--- src/md_lr_pkg.sv ---
// Particle-mesh engine definitions
package md_lr_pkg;

  // ----------------------------------------
  // Grid geometry
  localparam int GSIZE1D = 4;                     // Cells per axis
  localparam int NNN1D   = 2;                     // Neighbours per axis
  localparam int NNN3D   = NNN1D * NNN1D * NNN1D; // 2x2x2 block
  localparam int GADDRW  = 2;                     // One coordinate
  localparam int BADDRW  = 3;                     // Address inside a bank

  // ----------------------------------------
  // Particle and data widths
  localparam int MAXNUMP = 16;                    // Particle memory depth
  localparam int PADDRW  = 4;                     // Particle address
  localparam int QW      = 8;                     // Charge
  localparam int GELEW   = 16;                    // Grid cell
  localparam int FW      = 18;                    // Force component

  typedef struct packed {
    logic        [GADDRW-1:0] z;
    logic        [GADDRW-1:0] y;
    logic        [GADDRW-1:0] x;
    logic signed [QW-1:0]     q;                  // Two's complement charge
  } particle_t;

  typedef logic signed [GELEW-1:0] grid_elem_t;

  typedef struct packed {
    logic signed [FW-1:0] fz;
    logic signed [FW-1:0] fy;
    logic signed [FW-1:0] fx;
  } force_t;

  // Low coordinate bits pick the bank, so a 2x2x2 block spans all eight
  function automatic logic [BADDRW-1:0] bank_of(
    input logic [GADDRW-1:0] x,
    input logic [GADDRW-1:0] y,
    input logic [GADDRW-1:0] z
  );
    return {z[0], y[0], x[0]};
  endfunction

  function automatic logic [BADDRW-1:0] bank_addr_of(
    input logic [GADDRW-1:0] x,
    input logic [GADDRW-1:0] y,
    input logic [GADDRW-1:0] z
  );
    return {z[GADDRW-1], y[GADDRW-1], x[GADDRW-1]};
  endfunction

  function automatic logic [GADDRW-1:0] neighbour_coord(
    input logic [GADDRW-1:0] c,
    input logic              off
  );
    return GADDRW'((int'(c) + int'(off)) % GSIZE1D); // Periodic wrap
  endfunction

endpackage

--- src/bank_ram.sv ---
// Single-port synchronous RAM
`timescale 1ns/1ps

module bank_ram #(
  parameter int  DEPTH   = 8,
  parameter type entry_t = logic [7:0]
) (
  input  logic                     clk,
  input  logic                     en,
  input  logic                     we,
  input  logic [$clog2(DEPTH)-1:0] addr,
  input  entry_t                   wdata,
  output entry_t                   rdata
);

  entry_t mem [DEPTH];                 // Storage array

  always_ff @(posedge clk) begin
    if (en) begin
      if (we) begin
        mem[addr] <= wdata;            // Write port
      end
      rdata <= mem[addr];              // Old data on collision
    end
  end

endmodule

--- src/charge_spreader.sv ---
// Charge spreader
`timescale 1ns/1ps

module charge_spreader (
  input  logic                                         clk,
  input  logic                                         rst,
  input  logic                                         accept,
  input  md_lr_pkg::particle_t                         particle,
  output logic                                         busy,
  output logic [md_lr_pkg::GADDRW-1:0]                 gm_x,
  output logic [md_lr_pkg::GADDRW-1:0]                 gm_y,
  output logic [md_lr_pkg::GADDRW-1:0]                 gm_z,
  output logic                                         gm_rd,
  output logic                                         gm_wr,
  output md_lr_pkg::grid_elem_t [md_lr_pkg::NNN3D-1:0] gm_wdata,
  input  md_lr_pkg::grid_elem_t [md_lr_pkg::NNN3D-1:0] gm_rdata
);

  import md_lr_pkg::*;

  logic       rd_q;                    // Neighbour read cycle
  logic       wr_q;                    // Write-back cycle
  particle_t  part_q;                  // Particle being spread
  grid_elem_t q_ext;                   // Charge at grid width

  // ----------------------------------------
  // Read then write sequence
  always_ff @(posedge clk) begin
    if (rst) begin
      rd_q <= 1'b0;
      wr_q <= 1'b0;
    end else begin
      rd_q <= accept;                  // Read follows the beat
      wr_q <= rd_q;                    // Write one cycle later
    end
  end

  always_ff @(posedge clk) begin
    if (accept) begin
      part_q <= particle;              // Capture with the load beat
    end
  end

  assign busy = rd_q | wr_q;

  // Same block address for read and write-back
  assign gm_x  = part_q.x;
  assign gm_y  = part_q.y;
  assign gm_z  = part_q.z;
  assign gm_rd = rd_q;
  assign gm_wr = wr_q;

  assign q_ext = {{(GELEW-QW){part_q.q[QW-1]}}, part_q.q}; // Sign extend

  // Every neighbour gets the full charge
  for (genvar n = 0; n < NNN3D; n++) begin : g_acc
    assign gm_wdata[n] = gm_rdata[n] + q_ext;
  end

endmodule

--- src/clustered_grid_mem.sv ---
// Clustered eight-bank grid memory
`timescale 1ns/1ps

module clustered_grid_mem (
  input  logic                                             clk,
  input  logic                                             rst,
  input  logic                                             clr,
  input  logic [md_lr_pkg::BADDRW-1:0]                     clr_addr,
  input  logic [md_lr_pkg::GADDRW-1:0]                     base_x,
  input  logic [md_lr_pkg::GADDRW-1:0]                     base_y,
  input  logic [md_lr_pkg::GADDRW-1:0]                     base_z,
  input  logic                                             rd_en,
  input  logic                                             wr_en,
  input  md_lr_pkg::grid_elem_t [md_lr_pkg::NNN3D-1:0]     wdata,
  output md_lr_pkg::grid_elem_t [md_lr_pkg::NNN3D-1:0]     rdata
);

  import md_lr_pkg::*;

  logic [BADDRW-1:0] base_bank;        // Bank holding offset 000
  logic [BADDRW-1:0] base_bank_d;      // Same, aligned with read data
  grid_elem_t        bank_q [NNN3D];   // Raw bank outputs

  assign base_bank = bank_of(base_x, base_y, base_z);

  // Held while reads are idle so stalled data stays in order
  always_ff @(posedge clk) begin
    if (rst) begin
      base_bank_d <= '0;
    end else if (rd_en) begin
      base_bank_d <= base_bank;
    end
  end

  // ----------------------------------------
  // Bank array
  for (genvar b = 0; b < NNN3D; b++) begin : g_bank
    logic [BADDRW-1:0] nbr;            // Offset that lands in this bank
    logic [GADDRW-1:0] nx;
    logic [GADDRW-1:0] ny;
    logic [GADDRW-1:0] nz;
    logic [BADDRW-1:0] addr;
    grid_elem_t        bank_wdata;

    assign nbr = BADDRW'(b) ^ base_bank; // Low bit of c+d is c^d
    assign nx  = neighbour_coord(base_x, nbr[0]);
    assign ny  = neighbour_coord(base_y, nbr[1]);
    assign nz  = neighbour_coord(base_z, nbr[2]);

    assign addr       = clr ? clr_addr : bank_addr_of(nx, ny, nz); // Clear wins
    assign bank_wdata = clr ? '0 : wdata[nbr];

    bank_ram #(
      .DEPTH   (2 ** BADDRW),
      .entry_t (grid_elem_t)
    ) u_bank (
      .clk   (clk),
      .en    (clr | rd_en | wr_en),
      .we    (clr | wr_en),
      .addr  (addr),
      .wdata (bank_wdata),
      .rdata (bank_q[b])
    );
  end

  // ----------------------------------------
  // Back to neighbour order
  for (genvar n = 0; n < NNN3D; n++) begin : g_unperm
    assign rdata[n] = bank_q[BADDRW'(n) ^ base_bank_d];
  end

endmodule

--- src/force_gather.sv ---
// Force gather pipeline
`timescale 1ns/1ps

module force_gather (
  input  logic                                         clk,
  input  logic                                         rst,
  input  logic                                         start,
  input  logic [md_lr_pkg::PADDRW-1:0]                 last_addr,
  output logic                                         pm_en,
  output logic [md_lr_pkg::PADDRW-1:0]                 pm_addr,
  input  md_lr_pkg::particle_t                         pm_rdata,
  output logic [md_lr_pkg::GADDRW-1:0]                 gm_x,
  output logic [md_lr_pkg::GADDRW-1:0]                 gm_y,
  output logic [md_lr_pkg::GADDRW-1:0]                 gm_z,
  output logic                                         gm_rd,
  input  md_lr_pkg::grid_elem_t [md_lr_pkg::NNN3D-1:0] gm_rdata,
  input  logic                                         fready,
  output logic                                         fvalid,
  output logic [md_lr_pkg::PADDRW-1:0]                 faddr,
  output logic                                         flast,
  output md_lr_pkg::force_t                            fdata,
  output logic                                         done
);

  import md_lr_pkg::*;

  logic              stall;            // Output held by the host
  logic              issue;            // Particle read this cycle
  logic              running;          // Address counter active
  logic [PADDRW-1:0] cnt;
  logic              cnt_last;         // Counter at round's end

  logic              s1_valid;         // Particle data out of memory
  logic              s1_last;
  logic [PADDRW-1:0] s1_addr;
  logic              s2_valid;         // Neighbour data out of grid
  logic              s2_last;
  logic [PADDRW-1:0] s2_addr;

  logic signed [FW-1:0] sum_x;
  logic signed [FW-1:0] sum_y;
  logic signed [FW-1:0] sum_z;

  assign stall    = fvalid & ~fready;
  assign issue    = running & ~stall;
  assign cnt_last = (cnt == last_addr);

  // ----------------------------------------
  // Stage 0 particle read
  assign pm_en   = issue;
  assign pm_addr = cnt;

  // ----------------------------------------
  // Stage 1 neighbour read
  assign gm_x  = pm_rdata.x;
  assign gm_y  = pm_rdata.y;
  assign gm_z  = pm_rdata.z;
  assign gm_rd = s1_valid & ~stall;    // Bank outputs hold in a stall

  // ----------------------------------------
  // Stage 2 gradient sums
  always_comb begin
    logic signed [FW-1:0] elem;
    sum_x = '0;
    sum_y = '0;
    sum_z = '0;
    for (int n = 0; n < NNN3D; n++) begin
      elem = {{(FW-GELEW){gm_rdata[n][GELEW-1]}}, gm_rdata[n]};
      sum_x = n[0] ? sum_x + elem : sum_x - elem; // Far side minus near
      sum_y = n[1] ? sum_y + elem : sum_y - elem;
      sum_z = n[2] ? sum_z + elem : sum_z - elem;
    end
  end

  // Counter and stage valids
  always_ff @(posedge clk) begin
    if (rst) begin
      running  <= 1'b0;
      cnt      <= '0;
      s1_valid <= 1'b0;
      s1_last  <= 1'b0;
      s2_valid <= 1'b0;
      s2_last  <= 1'b0;
      fvalid   <= 1'b0;
      flast    <= 1'b0;
    end else begin
      if (start) begin
        running <= 1'b1;
        cnt     <= '0;
      end else if (issue) begin
        cnt <= cnt + 1'b1;
        if (cnt_last) begin
          running <= 1'b0;             // Last address issued
        end
      end
      if (!stall) begin
        s1_valid <= issue;
        s1_last  <= issue & cnt_last;
        s2_valid <= s1_valid;
        s2_last  <= s1_last;
        fvalid   <= s2_valid;
        flast    <= s2_valid & s2_last;
      end
    end
  end

  // Stage payloads
  always_ff @(posedge clk) begin
    if (!stall) begin
      s1_addr  <= cnt;
      s2_addr  <= s1_addr;
      faddr    <= s2_addr;
      fdata.fx <= sum_x;
      fdata.fy <= sum_y;
      fdata.fz <= sum_z;
    end
  end

  assign done = fvalid & fready & flast; // Final transfer of the round

endmodule

--- src/md_lr_seqr.sv ---
// Load, gather and clear sequencer
`timescale 1ns/1ps

module md_lr_seqr (
  input  logic                         clk,
  input  logic                         rst,
  input  logic                         pvalid,
  input  logic [md_lr_pkg::PADDRW-1:0] paddr,
  input  logic                         plast,
  output logic                         pready,
  output logic                         accept,
  input  logic                         spread_busy,
  output logic                         gather_start,
  output logic [md_lr_pkg::PADDRW-1:0] last_addr,
  input  logic                         gather_done,
  output logic                         gm_clr,
  output logic [md_lr_pkg::BADDRW-1:0] gm_clr_addr,
  output logic                         gather_phase
);

  import md_lr_pkg::*;

  typedef enum logic [1:0] {
    PH_CLEAR,                          // Grid sweep
    PH_LOAD,                           // Host beats accepted
    PH_DRAIN,                          // Last spread finishing
    PH_GATHER                          // Forces streaming out
  } phase_t;

  phase_t            phase;
  logic [BADDRW-1:0] clr_cnt;          // Bank address under clear

  assign pready       = (phase == PH_LOAD) & ~spread_busy;
  assign accept       = pvalid & pready;
  assign gather_start = (phase == PH_DRAIN) & ~spread_busy; // Single pulse
  assign gather_phase = (phase == PH_GATHER);
  assign gm_clr       = (phase == PH_CLEAR);
  assign gm_clr_addr  = clr_cnt;

  // ----------------------------------------
  // Phase FSM
  always_ff @(posedge clk) begin
    if (rst) begin
      phase   <= PH_CLEAR;             // Sweep first after reset
      clr_cnt <= '0;
    end else begin
      case (phase)
        PH_CLEAR: begin
          clr_cnt <= clr_cnt + 1'b1;   // Wraps back to zero
          if (clr_cnt == '1) begin
            phase <= PH_LOAD;
          end
        end
        PH_LOAD: begin
          if (accept && plast) begin
            phase <= PH_DRAIN;
          end
        end
        PH_DRAIN: begin
          if (!spread_busy) begin
            phase <= PH_GATHER;
          end
        end
        default: begin
          if (gather_done) begin
            phase <= PH_CLEAR;
          end
        end
      endcase
    end
  end

  always_ff @(posedge clk) begin
    if (accept && plast) begin
      last_addr <= paddr;              // Round length for the gatherer
    end
  end

endmodule

--- src/md_lr_top.sv ---
// Particle-mesh engine top level
`timescale 1ns/1ps

module md_lr_top (
  input  logic                         clk,
  input  logic                         rst,
  output logic                         pready,
  input  logic                         pvalid,
  input  logic [md_lr_pkg::PADDRW-1:0] paddr,
  input  md_lr_pkg::particle_t         pwdata,
  input  logic                         plast,
  input  logic                         fready,
  output logic                         fvalid,
  output logic [md_lr_pkg::PADDRW-1:0] faddr,
  output logic                         flast,
  output md_lr_pkg::force_t            fdata
);

  import md_lr_pkg::*;

  // Sequencer
  logic              accept;
  logic              spread_busy;
  logic              gather_start;
  logic [PADDRW-1:0] last_addr;
  logic              gather_done;
  logic              gm_clr;
  logic [BADDRW-1:0] gm_clr_addr;
  logic              gather_phase;

  // Particle memory
  logic              pm_en;
  logic [PADDRW-1:0] pm_addr;
  particle_t         pm_rdata;

  // Spreader grid port
  logic [GADDRW-1:0]             sp_x;
  logic [GADDRW-1:0]             sp_y;
  logic [GADDRW-1:0]             sp_z;
  logic                          sp_rd;
  logic                          sp_wr;
  grid_elem_t [NNN3D-1:0]        sp_wdata;

  // Gatherer grid port
  logic [GADDRW-1:0]             ga_x;
  logic [GADDRW-1:0]             ga_y;
  logic [GADDRW-1:0]             ga_z;
  logic                          ga_rd;

  // Shared grid port
  logic [GADDRW-1:0]             gm_x;
  logic [GADDRW-1:0]             gm_y;
  logic [GADDRW-1:0]             gm_z;
  logic                          gm_rd;
  logic                          gm_wr;
  grid_elem_t [NNN3D-1:0]        gm_rdata;

  // ----------------------------------------
  // Particle memory
  bank_ram #(
    .DEPTH   (MAXNUMP),
    .entry_t (particle_t)
  ) u_particle_mem (
    .clk   (clk),
    .en    (accept | pm_en),
    .we    (accept),                    // Every accepted beat writes
    .addr  (accept ? paddr : pm_addr),
    .wdata (pwdata),
    .rdata (pm_rdata)
  );

  md_lr_seqr u_seqr (
    .clk          (clk),
    .rst          (rst),
    .pvalid       (pvalid),
    .paddr        (paddr),
    .plast        (plast),
    .pready       (pready),
    .accept       (accept),
    .spread_busy  (spread_busy),
    .gather_start (gather_start),
    .last_addr    (last_addr),
    .gather_done  (gather_done),
    .gm_clr       (gm_clr),
    .gm_clr_addr  (gm_clr_addr),
    .gather_phase (gather_phase)
  );

  charge_spreader u_spreader (
    .clk      (clk),
    .rst      (rst),
    .accept   (accept),
    .particle (pwdata),
    .busy     (spread_busy),
    .gm_x     (sp_x),
    .gm_y     (sp_y),
    .gm_z     (sp_z),
    .gm_rd    (sp_rd),
    .gm_wr    (sp_wr),
    .gm_wdata (sp_wdata),
    .gm_rdata (gm_rdata)
  );

  // ----------------------------------------
  // Grid port mux
  assign gm_x  = gather_phase ? ga_x : sp_x;
  assign gm_y  = gather_phase ? ga_y : sp_y;
  assign gm_z  = gather_phase ? ga_z : sp_z;
  assign gm_rd = gather_phase ? ga_rd : sp_rd;
  assign gm_wr = ~gather_phase & sp_wr; // Gather side only reads

  clustered_grid_mem u_grid_mem (
    .clk      (clk),
    .rst      (rst),
    .clr      (gm_clr),
    .clr_addr (gm_clr_addr),
    .base_x   (gm_x),
    .base_y   (gm_y),
    .base_z   (gm_z),
    .rd_en    (gm_rd),
    .wr_en    (gm_wr),
    .wdata    (sp_wdata),
    .rdata    (gm_rdata)
  );

  force_gather u_gather (
    .clk       (clk),
    .rst       (rst),
    .start     (gather_start),
    .last_addr (last_addr),
    .pm_en     (pm_en),
    .pm_addr   (pm_addr),
    .pm_rdata  (pm_rdata),
    .gm_x      (ga_x),
    .gm_y      (ga_y),
    .gm_z      (ga_z),
    .gm_rd     (ga_rd),
    .gm_rdata  (gm_rdata),
    .fready    (fready),
    .fvalid    (fvalid),
    .faddr     (faddr),
    .flast     (flast),
    .fdata     (fdata),
    .done      (gather_done)
  );

endmodule

--- config.mk ---
export PLATFORM = sky130hd
export DESIGN_NAME = md_lr_top
export DESIGN_NICKNAME = d
export VERILOG_FILES = /design/src/md_lr_pkg.sv /design/src/bank_ram.sv /design/src/charge_spreader.sv /design/src/clustered_grid_mem.sv /design/src/force_gather.sv /design/src/md_lr_seqr.sv /design/src/md_lr_top.sv
export SDC_FILE = /design/constraint.sdc
export NUM_CORES = 2
export LEC_CHECK = 0
export BUFFER_PORTS_ARGS = -buffer_cell sky130_fd_sc_hd__buf_2
export CORE_ASPECT_RATIO = 1.1
export CORE_UTILIZATION = 40
export CTS_BUF_LIST = sky130_fd_sc_hd__clkbuf_8
export DETAILED_ROUTE_END_ITERATION = 8
export GPL_ROUTABILITY_DRIVEN = 0
export HOLD_SLACK_MARGIN = 0.02
export PLACE_DENSITY = 0.55
export SLEW_MARGIN = 0
export SYNTH_ARGS = -nofsm -noshare
export SYNTH_HDL_FRONTEND = slang
export SYNTH_HIERARCHICAL = 1
export SYNTH_SLANG_ARGS = --single-unit
--- constraint.sdc ---
create_clock -name clk -period 7.2 [get_ports clk]
set_input_delay 0.72 -clock clk [delete_from_list [all_inputs] [get_ports clk]]
set_output_delay 0.72 -clock clk [all_outputs]
set_load 0.005 [all_outputs]
==> summary.md <==
| Metric | Value |
|---|---|
| Largest delay contributor family on the critical path | adder cells |
| R2r worst-path depth | 24 |
| Synth Net Count | 5393 |
| DPL Wire Length | 162 mm |
| Synthesized instance count | between 4000 and 5000 |
| Final Hold Fails | 0 |
| Vias in the first global route | ~44000 |
| Final number of max-transition violations | 0 |
| Clock Path Buffers | 3 |
| FP Rows | ~170 |
| Initial antenna violation count | 14 |
| Synthesized area | roughly 76000 um2 |
| CTS sink count | approximately 1400 |
| Die X | ~420 um |
| Met2 Wirelength | 101 mm |
| Avg Inst Size Synth | approximately 16 um2 |
| Status | finished clean |
| CP endpoint kind | flip-flop |
| WP data arrival | between 7 and 8 ns |
| Crit path kind | reg2reg |
| Total core area | about 190000 um2 |
| CP peak stage delay | roughly 0.57 ns |
| Hold depth | 1 |
| Die Span Y | roughly 460 um |
| Fillers | between 15000 and 20000 |
| H-tree Lvls | 4 |
| CP max FO | 10 |
| Worst Skew | between 0.1 and 0.15 ns |
| Starting density of the core | between 40% and 50% |
| Crit path launch type | flip-flop |
| TritonCTS buffer count | ~220 |
| DR top layer | met5 |
| Critical path cell sequence | buf_6 > buf_4 > mux2_4 > mux4_2 > nor3b_1 > buf_4 > nand2b_1 > or4_1 > xor2_2 > ha_1 > o2111a_1 > o31a_1 > nor3_1 > maj3_1 > xor2_2 > fa_1 > inv_1 > ha_1 > a21o_1 > a211oi_2 > o31ai_4 > a31oi_1 > o21ai_0 > xnor3_1 |
| Die ar. | roughly 190000 um2 |
| DRT antenna net count | 0 |
| WP data required | between 7 and 8 ns |
| Reg clk slew, reported paths | roughly 0.060 ns |
| DR WL/cell | about 28 um |
| Routed wl met3 | roughly 15 mm |
| Worst slew margin | approximately 15% |
| GRT Total Usage | between 20% and 30% |
| Flop2flop setup slack | 0.19 ns |
| Slew @ Worst Pin | 1.26 ns |
| Port bufs | 83 |
| MaxCap Viol Count | 0 |
| DRC violations left | 0 |
| Drt pass-1 iters | 6 |
| Area grow syn2layout | 10.9% |
| CTS tree | done |
| Synth Warn # | 6 |
| Vias | 45000 |
| Slowest cell on crit path | mux4_2 |
| CP Buf/Inv Count | 4 |
| Largest net degree at the start of global routing | between 90 and 100 |
| Final period util | a little over nine tenths |
| DRT iter0 DRCs | about 4200 |
| Min Tclk post-route | 7.01 ns |
| Wire length of the first global-routing pass | ~310 mm |
| Worst hold path type | in2reg |
| Worst skew pair latency | 1.02 ns |
| Total negative slack | 0 ns |
| Max Clk Rate | 143 MHz |
| Wire length on met1 | a little over 90 mm |
| Via density | 5.72 |
| CTS root buf | clkbuf_8 |
| Layout cell share with drive strength beyond 1 | approximately a quarter |
| Ports | 84 |
| Commonest cells after routing, fill and taps aside | edfxtp_1, inv_1, mux2_2 |
| Commonest non-fill, non-tap cell in the layout | edfxtp_1 |
| Total Wirelength | 219 mm |
| Grt total ovfl | 0 |
| Setup Viol. Count Final | 0 |
| Critical Path Stages | 24 |
| Layout Nets | 5639 |
==> worst paths after layout <==
path                             start                   endpoint
max          u_grid_mem/base_bank_d[0]         u_gather/fdata[53]
min                         pwdata[11]  u_particle_mem/mem[0][11]
max reg2reg  u_grid_mem/base_bank_d[0]         u_gather/fdata[53]
min reg2reg        u_gather/s2_addr[3]          u_gather/faddr[3]
==> layer usage <==
metal,vias up,GRT usage [%]
li1,19600,-
met1,23400,30.7
met2,1649,35.7
met3,321,4.23
met4,4,9.96
met5,-,0
==> final cells by class <==
cell class	count	area, um2	share of cell area, %
sequential	1359	40600	48.2
multi-input combinational	2876	32700	38.8
inverter	418	1570	1.86
tap	2535	3170	3.76
antenna	10	25.0	0.0297
timing repair buffer	275	2040	2.42
clock inverter	175	1150	1.37
clock buffer	220	3030	3.59
==> stage by stage <==
step           setup slack, ns  cell area, um2  instances  utilization (%)  hold WS [ns]
5_1_grt                -0.0187           84300       7864             44.7        0.0825
6_report                 0.190           84300       7868             44.7         0.160
3_3_place_gp           -0.0238           79900       7446             42.4         0.406
4_1_cts                  0.101           84200       7854             44.7        0.0293
2_1_floorplan            0.748           76000       4902                -         0.400
3_5_place_dp           -0.0563           79900       7446             42.4         0.409
==> worst register-to-register path: cells and delay by family, from the launching register on <==
family | cells | cell delay [ns]
AO/OA/AOI/OAI | 7 | 1.54
XOR/XNOR | 3 | 0.74
adder cells (fa/ha/maj) | 4 | 1.57
buffers and inverters | 4 | 0.58
flip-flops | 1 | 0.49
multiplexers | 2 | 0.90
AND/OR/NAND/NOR | 4 | 0.96
==> sequential cells by signal (all words and copies together), names as in the netlist, 2 cells and up <==
name and flops:
u_spreader/gm_z 2, u_gather/s2_addr 4, u_particle_mem/mem 96, u_particle_mem/rdata 6, u_gather/faddr 4, u_grid_mem/g_bank.u_bank/rdata 128, u_gather/pm_addr 4, u_spreader/part_q 8
u_seqr/gm_clr_addr 3, u_gather/fdata 54, u_grid_mem/g_bank.u_bank/mem 1024, u_gather/s1_addr 4, u_seqr/last_addr 4, u_grid_mem/base_bank_d 3, u_seqr/phase 2, u_spreader/gm_x 2
u_spreader/gm_y 2
==> repair_timing <==
| item | in CTS | in global routing |
|---|---|---|
| endpoints found under the setup margin | 1 | 6 |
| endpoints found under the hold margin | 17 | 0 |
| gates resized for setup | 1 | 12 |
| hold buffers | 13 | 0 |
| setup buffers | 0 | 3 |
Power is not shown: default switching activity piles up to over one toggle a cycle in this logic, so the estimate is an artifact.
